## src/rdma_pkg.sv

```systemverilog
`default_nettype none

package rdma_pkg;

    // Queue pair number carried with every message
    localparam int QPN_BITS = 24;

    // Local and remote buffer addresses
    localparam int VADDR_BITS = 48;

    localparam int LEN_BITS = 28;

    // Free-form parameter field of the message header
    localparam int PARAMS_BITS = 64;

    // Raw payload, also one configuration beat
    localparam int MSG_BITS = 128;

    // Parameter bit that opens a configuration sequence
    localparam int PARAM_CNFG_BIT = 0;

endpackage

`default_nettype wire

```

## src/regex_pkg.sv

```systemverilog
`default_nettype none

package regex_pkg;

    // Matcher configuration word
    localparam int CNFG_BITS = 512;
    localparam int CNFG_VALID_BIT = 511;

    // Queue pair sits above the remote address
    localparam int SEQ_PARAMS_BITS = rdma_pkg::QPN_BITS + rdma_pkg::VADDR_BITS;

    // Host read of the local buffer
    typedef struct packed {
        logic [rdma_pkg::VADDR_BITS-1:0] vaddr;
        logic [rdma_pkg::LEN_BITS-1:0]   len;
    } rd_req_t;

    typedef logic [SEQ_PARAMS_BITS-1:0] seq_params_t;

    typedef logic [CNFG_BITS-1:0] cnfg_word_t;

endpackage

`default_nettype wire

```

## src/cnfg_assembler.sv

```systemverilog
`default_nettype none

module cnfg_assembler #(
    parameter int CNFG_BEATS = 3
) (
    input  logic                          aclk,
    input  logic                          aresetn,
    input  logic                          we,
    input  logic [1:0]                    index,
    input  logic [rdma_pkg::MSG_BITS-1:0] beat,
    output regex_pkg::cnfg_word_t         word
);
    import rdma_pkg::*;
    import regex_pkg::*;

    logic [MSG_BITS-1:0] beats [CNFG_BEATS];

    always_ff @(posedge aclk or negedge aresetn) begin
        if (!aresetn) begin
            for (int i = 0; i < CNFG_BEATS; i++) begin
                beats[i] <= '0;
            end
        end else if (we) begin
            for (int i = 0; i < CNFG_BEATS; i++) begin
                if (index == 2'(i)) begin
                    beats[i] <= beat;
                end else if (index == 2'd0) begin
                    beats[i] <= '0;
                end
            end
        end
    end

    // Current beat bypasses the store so the last one lands in the slot
    always_comb begin
        word = '0;
        word[CNFG_VALID_BIT] = 1'b1;
        for (int i = 0; i < CNFG_BEATS; i++) begin
            if (we && index == 2'(i)) begin
                word[(CNFG_BEATS-1-i)*MSG_BITS +: MSG_BITS] = beat;
            end else if (we && index == 2'd0) begin
                word[(CNFG_BEATS-1-i)*MSG_BITS +: MSG_BITS] = '0;
            end else begin
                word[(CNFG_BEATS-1-i)*MSG_BITS +: MSG_BITS] = beats[i];
            end
        end
    end

endmodule

`default_nettype wire

```

## src/cnfg_beat_counter.sv

```systemverilog
`default_nettype none

module cnfg_beat_counter #(
    parameter int CNFG_BEATS = 3
) (
    input  logic       aclk,
    input  logic       aresetn,
    input  logic       start,
    input  logic       step,
    output logic [1:0] index,
    output logic       last
);
    localparam logic [1:0] LAST_IDX = 2'(CNFG_BEATS - 1);

    logic [1:0] base;

    // A new sequence always counts from its first beat
    assign base = start ? 2'd0 : index;
    assign last = (index == LAST_IDX);

    always_ff @(posedge aclk or negedge aresetn) begin
        if (!aresetn) begin
            index <= 2'd0;
        end else if (step) begin
            if (base == LAST_IDX) begin
                index <= 2'd0;
            end else begin
                index <= base + 2'd1;
            end
        end
    end

    assert property (@(posedge aclk) disable iff (!aresetn)
        index <= LAST_IDX);

endmodule

`default_nettype wire

```

## src/out_slot.sv

```systemverilog
`default_nettype none

module out_slot #(
    parameter type payload_t = logic
) (
    input  logic     aclk,
    input  logic     aresetn,
    input  logic     load,
    input  payload_t in_data,
    input  logic     ready,
    output logic     valid,
    output payload_t data
);

    always_ff @(posedge aclk or negedge aresetn) begin
        if (!aresetn) begin
            valid <= 1'b0;
        end else if (load) begin
            valid <= 1'b1;
        end else if (ready) begin
            valid <= 1'b0;
        end
    end

    always_ff @(posedge aclk) begin
        if (load) begin
            data <= in_data;
        end
    end

    // Never overwrite an item that has not been taken
    assert property (@(posedge aclk) disable iff (!aresetn)
        load |-> !(valid && !ready));

    // Held item stays put until the receiver takes it
    assert property (@(posedge aclk) disable iff (!aresetn)
        (valid && !ready) |=> (valid && $stable(data)));

endmodule

`default_nettype wire

```

## src/regex_req_fsm.sv

```systemverilog
`default_nettype none

module regex_req_fsm #(
    parameter int CNFG_BEATS = 3
) (
    input  logic                             aclk,
    input  logic                             aresetn,
    input  logic                             fv_valid,
    input  logic [rdma_pkg::PARAMS_BITS-1:0] fv_params,
    input  logic                             beat_last,
    input  logic                             rd_busy,
    input  logic                             cnfg_busy,
    output logic                             fv_ready,
    output logic                             beat_start,
    output logic                             beat_step,
    output logic                             beat_we,
    output logic                             rd_load,
    output logic                             cnfg_load
);
    import rdma_pkg::*;

    typedef enum logic {IDLE, COLLECT} state_t;

    state_t state;
    state_t state_next;
    logic   is_cnfg;
    logic   cnfg_accept;
    logic   rd_accept;

    assign is_cnfg = fv_params[PARAM_CNFG_BIT];

    // Only the last beat of a sequence needs room in the cnfg slot
    always_comb begin
        cnfg_accept = 1'b0;
        rd_accept   = 1'b0;
        state_next  = state;
        case (state)
            IDLE: begin
                if (fv_valid) begin
                    if (is_cnfg) begin
                        cnfg_accept = !beat_last || !cnfg_busy;
                        if (cnfg_accept && !beat_last) begin
                            state_next = COLLECT;
                        end
                    end else begin
                        rd_accept = !rd_busy;
                    end
                end
            end
            COLLECT: begin
                if (fv_valid) begin
                    cnfg_accept = !beat_last || !cnfg_busy;
                    if (cnfg_accept && beat_last) begin
                        state_next = IDLE;
                    end
                end
            end
            default: begin
                state_next = IDLE;
            end
        endcase
    end

    always_ff @(posedge aclk or negedge aresetn) begin
        if (!aresetn) begin
            state <= IDLE;
        end else begin
            state <= state_next;
        end
    end

    assign fv_ready   = cnfg_accept || rd_accept;
    assign beat_start = cnfg_accept && (state == IDLE);
    assign beat_step  = cnfg_accept;
    assign beat_we    = cnfg_accept;
    assign rd_load    = rd_accept;
    assign cnfg_load  = cnfg_accept && beat_last;

    // A load goes into an empty slot, which then shows as busy
    assert property (@(posedge aclk) disable iff (!aresetn)
        rd_load |-> !rd_busy ##1 rd_busy);
    assert property (@(posedge aclk) disable iff (!aresetn)
        cnfg_load |-> !cnfg_busy ##1 cnfg_busy);

    assert property (@(posedge aclk) disable iff (!aresetn)
        beat_we |-> fv_valid && fv_ready);

    // Counter sits at beat zero whenever no sequence is open
    assert property (@(posedge aclk) disable iff (!aresetn)
        (state == IDLE) |-> (beat_last == (CNFG_BEATS == 1)));

endmodule

`default_nettype wire

```

## src/regex_req_top.sv

```systemverilog
`default_nettype none

module regex_req_top #(
    parameter int CNFG_BEATS = 3
) (
    input  logic                             aclk,
    input  logic                             aresetn,

    // RDMA receive stream
    input  logic                             fv_valid,
    output logic                             fv_ready,
    input  logic [rdma_pkg::QPN_BITS-1:0]    fv_qpn,
    input  logic [rdma_pkg::VADDR_BITS-1:0]  fv_lvaddr,
    input  logic [rdma_pkg::VADDR_BITS-1:0]  fv_rvaddr,
    input  logic [rdma_pkg::LEN_BITS-1:0]    fv_len,
    input  logic [rdma_pkg::PARAMS_BITS-1:0] fv_params,
    input  logic [rdma_pkg::MSG_BITS-1:0]    fv_msg,

    // Host read
    output logic                             rd_valid,
    input  logic                             rd_ready,
    output logic [rdma_pkg::VADDR_BITS-1:0]  rd_vaddr,
    output logic [rdma_pkg::LEN_BITS-1:0]    rd_len,

    // Sequencer parameters
    output logic                             params_valid,
    input  logic                             params_ready,
    output regex_pkg::seq_params_t           params_data,

    // Matcher configuration
    output logic                             cnfg_valid,
    input  logic                             cnfg_ready,
    output regex_pkg::cnfg_word_t            cnfg_data
);
    import regex_pkg::*;

    logic        beat_start;
    logic        beat_step;
    logic        beat_we;
    logic        beat_last;
    logic [1:0]  beat_index;
    logic        rd_load;
    logic        cnfg_load;
    logic        rd_busy;
    rd_req_t     rd_in;
    rd_req_t     rd_out;
    seq_params_t params_in;
    cnfg_word_t  cnfg_word;

    // Both read outputs must drain before the next read
    assign rd_busy   = rd_valid || params_valid;
    assign rd_in.vaddr = fv_lvaddr;
    assign rd_in.len   = fv_len;
    assign params_in = {fv_qpn, fv_rvaddr};
    assign rd_vaddr  = rd_out.vaddr;
    assign rd_len    = rd_out.len;

    regex_req_fsm #(
        .CNFG_BEATS (CNFG_BEATS)
    ) fsm (
        .aclk       (aclk),
        .aresetn    (aresetn),
        .fv_valid   (fv_valid),
        .fv_params  (fv_params),
        .beat_last  (beat_last),
        .rd_busy    (rd_busy),
        .cnfg_busy  (cnfg_valid),
        .fv_ready   (fv_ready),
        .beat_start (beat_start),
        .beat_step  (beat_step),
        .beat_we    (beat_we),
        .rd_load    (rd_load),
        .cnfg_load  (cnfg_load)
    );

    cnfg_beat_counter #(
        .CNFG_BEATS (CNFG_BEATS)
    ) beat_counter (
        .aclk    (aclk),
        .aresetn (aresetn),
        .start   (beat_start),
        .step    (beat_step),
        .index   (beat_index),
        .last    (beat_last)
    );

    cnfg_assembler #(
        .CNFG_BEATS (CNFG_BEATS)
    ) assembler (
        .aclk    (aclk),
        .aresetn (aresetn),
        .we      (beat_we),
        .index   (beat_index),
        .beat    (fv_msg),
        .word    (cnfg_word)
    );

    out_slot #(
        .payload_t (rd_req_t)
    ) rd_slot (
        .aclk    (aclk),
        .aresetn (aresetn),
        .load    (rd_load),
        .in_data (rd_in),
        .ready   (rd_ready),
        .valid   (rd_valid),
        .data    (rd_out)
    );

    out_slot #(
        .payload_t (seq_params_t)
    ) params_slot (
        .aclk    (aclk),
        .aresetn (aresetn),
        .load    (rd_load),
        .in_data (params_in),
        .ready   (params_ready),
        .valid   (params_valid),
        .data    (params_data)
    );

    out_slot #(
        .payload_t (cnfg_word_t)
    ) cnfg_slot (
        .aclk    (aclk),
        .aresetn (aresetn),
        .load    (cnfg_load),
        .in_data (cnfg_word),
        .ready   (cnfg_ready),
        .valid   (cnfg_valid),
        .data    (cnfg_data)
    );

endmodule

`default_nettype wire

```

## config.mk

```make
export PLATFORM = sky130hd
export DESIGN_NAME = regex_req_top
export DESIGN_NICKNAME = d
export VERILOG_FILES = /design/src/rdma_pkg.sv /design/src/regex_pkg.sv /design/src/cnfg_assembler.sv /design/src/cnfg_beat_counter.sv /design/src/out_slot.sv /design/src/regex_req_fsm.sv /design/src/regex_req_top.sv
export SDC_FILE = /design/constraint.sdc
export NUM_CORES = 1
export LEC_CHECK = 0
export BUFFER_PORTS_ARGS = -buffer_cell sky130_fd_sc_hd__clkbuf_2
export CORE_AREA = 2 2 392 394
export DETAILED_ROUTE_END_ITERATION = 8
export DIE_AREA = 0 0 394 396
export GPL_TIMING_DRIVEN = 0
export HOLD_SLACK_MARGIN = 0.1
export PLACE_DENSITY = 0.5
export SLEW_MARGIN = 40
export SYNTH_ARGS = -nofsm -noshare
export SYNTH_HDL_FRONTEND = slang
export SYNTH_HIERARCHICAL = 1
export SYNTH_SLANG_ARGS = --single-unit
```

## constraint.sdc

```tcl
create_clock -name aclk -period 47.3 [get_ports aclk]
set_input_delay 2.365 -clock aclk [delete_from_list [all_inputs] [get_ports aclk]]
set_output_delay 2.365 -clock aclk [all_outputs]
set_load 0.01 [all_outputs]
```

### After elaboration in Yosys (flattened, before gate mapping)

Index checks and enable logic that the tools add are counted.

* shifts and indexed selects: 0
* magnitude comparators: 0
* eq/ne operators: 3
* add/sub/neg operators: 1
* mux-type cells: 26
* reduce and logical (&&, ||, !) cells: 19
* div/mod/pow operators: 0
* bitwise gates (word level): 1
* multipliers: 0

Operators by type and width (number)
* 2-to-1 mux 128 bit: 5
* 2-to-1 mux 1 bit: 17
* nonzero test 2 bit: 4
* logical AND 1 bit: 6
* equality test 2 bit (second input constant): 2
* 2-to-1 mux 2 bit: 2
* case mux 1 bit (2 select lines): 2
* AND reduction 2 bit: 2
* zero test 1 bit: 3
* logical OR 1 bit: 3
* adder 2 x 1 -> 2 bit (second input constant): 1
* equality test 2 x 1 -> 1 bit (second input constant): 1
* zero test 2 bit: 1
* inverter 1 bit: 1

* bits in writable memories: 0
* memories kept: 0
* bits in latches: 0
* ROM bits: 0
* register bits after elaboration: 794

### Longest topological paths before layout

* depth in word-level cells: 10
* mapped depth: 9

### Modules after synthesis

The synthesis kept the hierarchy.

By module, submodules not included
* cnfg_assembler: instances 1, area each 19759.0 um^2, cells each 1769
* out_slot (cnfg_slot): instances 1, area each 15411.0 um^2, cells each 515
* out_slot (rd_slot): instances 1, area each 2318.5 um^2, cells each 79
* out_slot (params_slot): instances 1, area each 2198.4 um^2, cells each 75
* regex_req_fsm: instances 1, area each 116.4 um^2, cells each 14
* cnfg_beat_counter: instances 1, area each 96.3 um^2, cells each 9
* regex_req_top: instances 1, area each 6.3 um^2, cells each 1

### Least setup slack after synthesis

Ideal clock, no wire load.

* kind: input -> register
* start point: input port fv_params[0] in the netlist's numbering
* end point: register cnfg_slot/data[0] in the netlist's numbering (enable)
* stages: 2
* library setup time: 2.123 ns
* buffers on the path: 0
* data required time: 45.177 ns
* path slack: 6.008 ns
* arrival time: 39.170 ns
* cell sequence: o21ai_2 -> nor3b_1

* word-level cells in the longest chain between the ends: 4

Ends and longest elaborated chain
* start: declaration: line regex_req_top.sv:16 `input logic [rdma_pkg::PARAMS_BITS-1:0] fv_params,`
* 2-to-1 mux 1 bit: line regex_req_fsm.sv:40 `if (is_cnfg) begin`
* 2-to-1 mux 1 bit: line regex_req_fsm.sv:39 `if (fv_valid) begin`
* case mux 1 bit (2 select lines): line regex_req_fsm.sv:37 `case (state)`
* logical AND 1 bit: line regex_req_fsm.sv:77 `assign cnfg_load = cnfg_accept && beat_last;`
* net cnfg_load: line regex_req_top.sv:43 `logic cnfg_load;`
* end signal: assignment: line out_slot.sv:27 `data <= in_data;`
* end: declaration: line out_slot.sv:12 `output payload_t data`

The timed path passes the listed nets, and every way through them passes these cells.
A chain may end at the register's enable or synchronous reset.

==> flow_summary.json <==
{
  "grt_max_degree": 57,
  "rsz0062_at_grt": "false",
  "timing.critical_path.to_type": "flop",
  "ys_ff_latch": 1050,
  "antenna_found_initial": 11,
  "required_ns": 47.74,
  "clk_path_buf_depth": 3,
  "crit_fanout": 8,
  "drive_gt1_frac": 0.409,
  "clk_pin_slew_ns": 0.06,
  "hold_violations": 0,
  "fmax_mhz": 170,
  "crit_arrival_ns": 6.34,
  "rows": 143,
  "wire_per_inst_um": 21.3,
  "cts_root_buf": "clkbuf_16",
  "grt.total_usage": 0.159,
  "synth.top_cell.area_share": 0.497,
  "cts-resized-gates": 0,
  "ir_drop_mv": 0.0357,
  "p_leak_nw": 22.9,
  "yosysTopAreaCell": "edfxtp_1",
  "cts_buffers": 117,
  "hpwlAfterDp_um": 96200,
  "post-cts-setup-buffer-count": 0,
  "portBuffers": 946,
  "min_period_ns": 5.90,
  "multiInputGateArea_mm2": 0.00820,
  "tightest_slew_ns": 0.771,
  "nNetsFinal": 4129,
  "ys_warn_count": 6,
  "htreeDepth": 3,
  "start_util": 0.263,
  "avgViaCountPerCell": 4.00,
  "final_core_util": 0.346,
  "drv_slew": 0,
  "synthMostInstantiatedCell": "edfxtp_1",
  "clk-insertion-delay-late_ns": 0.73,
  "clock_sinks": 1050,
  "area_growth_pct": 31.4,
  "core_mm2": 0.152,
  "drc": 0,
  "die_width_um": 394,
  "skew_ns": 0.0307,
  "vias": 23700,
  "grt_pass1_wl_um": 180000,
  "register_area_mm2": 0.0296,
  "nFillCells": 14900,
  "ys.flop_type": "edfxtp_1",
  "drv_cap": 0,
  "instances_no_fill": 5916,
  "ctsHoldBuffers": 0,
  "post-place-cells": 5694,
  "syn_area_mm2": 0.0399,
  "synth.area.top_cells": "edfxtp_1 (50%), dfrtp_1 (24%), mux2i_1 (13%)",
  "synthArstFlopShare": 0.371,
  "ioPinCount": 1010,
  "detail_route.first_pass.iterations": 5,
  "dieHeight_um": 396,
  "synth.distinct_cells": 31,
  "die_area_mm2": 0.156,
  "timing.max_slew.rel_slack": 0.486,
  "synth.yosys.seq_area_share": 0.741,
  "hold_path_class": "flop to flop",
  "status": "complete, no violations",
  "ant_nets": 0,
  "cts_tree": "done",
  "synth_edf_count": 660,
  "gr-total-overflow": 0,
  "syn_inst": 2462,
  "setup_viol": 0,
  "grt_pass1_vias": 24400,
  "period_share": 0.125,
  "synth_area_per_cell_um2": 16.2,
  "worstSetupStartpointType": "primary input",
  "power.density_mw_per_mm2": 57.4,
  "critPathKind": "primary input to flop",
  "dr.first_iter.drc_count": 1097,
  "drt-total-wl_um": 126000,
  "netlist_top_cells_count": "edfxtp_1 (660), mux2i_1 (512), dfrtp_1 (390), inv_1 (260), nand2_1 (256)",
  "place.gp.congestion": 0.796
}
-- cells in the final DEF, fill, tap and decap left out, types with 3 or more instances in the layout --
cell,Yosys,layout
clkbuf_16,0,118
buf_2,12,81
buf_1,4,3
clkinvlp_4,0,4
clkinv_1,0,12
bufinv_16,0,7
clkbuf_1,20,54
clkbuf_2,0,946
a21o_1,3,3
nand2_1,256,256
conb_1,2,128
edfxtp_1,660,660
a21oi_1,3,3
mux2_2,128,128
inv_1,260,260
buf_6,10,13
diode_2,0,4
clkbuf_8,0,16
mux2i_1,512,512
clkinv_2,0,19
buf_4,183,235
dfrtp_1,390,390
buf_16,0,7
-- per-stage QoR --
step / setup TNS [ns] / cell area (µm²) / power, W / setup slack [ns] / hold WS (ns)
2_1_floorplan: 0 / 40400 / 0.00192 / 6.01 / 0.469
3_3_place_gp: -9209.60 / 47700 / 0.00227 / -18.05 / 0.477
3_5_place_dp: 0 / 48600 / 0.00214 / 40.55 / 0.484
4_1_cts: 0 / 52400 / 0.00306 / 41.38 / 0.497
5_1_grt: 0 / 52400 / 0.00318 / 41.06 / 0.503
6_report: 0 / 52500 / 0.00301 / 41.40 / 0.493
-- kinds of logic after synthesis --
logic type	synth area share
flops	0.741
compound gates	0.00238
simple gates	0.0262
buf+inv	0.0655
mux	0.165
other cells	0.000188
-- final timing paths --
path                       cells past startpoint                         startpoint  slack, ns                                to
max                                           18                       fv_params[0]      41.40     cnfg_slot/data[451]$_DFFE_PP_
min                                            1   assembler/beats[322]$_DFFE_PN0P_       0.49  assembler/beats[322]$_DFFE_PN0P_
max reg2reg                                   18  beat_counter/index[1]$_DFFE_PN0P_      42.38     cnfg_slot/data[451]$_DFFE_PP_
min reg2reg                                    1   assembler/beats[322]$_DFFE_PN0P_       0.49  assembler/beats[322]$_DFFE_PN0P_
max in group asynchronous                      4                            aresetn      44.42  assembler/beats[111]$_DFFE_PN0P_
min in group asynchronous                      1                            aresetn       1.56  assembler/beats[305]$_DFFE_PN0P_
-- registers in the layout (all words and copies together) (netlist names) --
register,flops
params_slot/data,72
fsm/state,1
cnfg_slot/data,512
assembler/beats,384
beat_counter/index,2
rd_slot/data,76
params_slot/valid,1
rd_slot/valid,1
cnfg_slot/valid,1
-- power breakdown --
part | leakage (nW) | switching (W) | internal (W) | total, W
Clock | 1.86 | 0.000380 | 0.000522 | 0.000902
Sequential | 11.0 | 0.0000564 | 0.00126 | 0.00132
Combinational | 10.1 | 0.000484 | 0.000308 | 0.000793
Total | 22.9 | 0.000920 | 0.00209 | 0.00301
-- worst max-delay path, cell delays in order --
cell	delay [ns]
clkbuf_2	0.16
o21ai_2	0.08
nor3b_2	0.53
buf_4	0.29
buf_2	0.23
buf_2	0.25
buf_4	0.20
buf_4	0.17
buf_2	0.22
buf_6	0.16
buf_2	0.22
buf_2	0.25
buf_4	0.21
buf_4	0.17
buf_2	0.23
buf_4	0.20
buf_4	0.18
buf_4	0.17
-- metal layers --
metal | vias up | GRT usage | wire length, µm
met5 | - | 0 | 66
met4 | 8 | 0.0595 | 4140
met3 | 155 | 0.0563 | 10600
met2 | 721 | 0.258 | 59800
met1 | 11900 | 0.195 | 51600
li1 | 10900 | - | -
-- area by class of cell --
class | count | area share
antenna | 4 | 0.000191
buffer | 229 | 0.0312
clock buffer | 168 | 0.0627
clock inverter | 50 | 0.00988
inverter | 260 | 0.0186
multi-input combinational | 1049 | 0.156
sequential | 1050 | 0.564
tap | 2030 | 0.0484
timing repair buffer | 1076 | 0.109
Power figures use the tool's default switching activity.
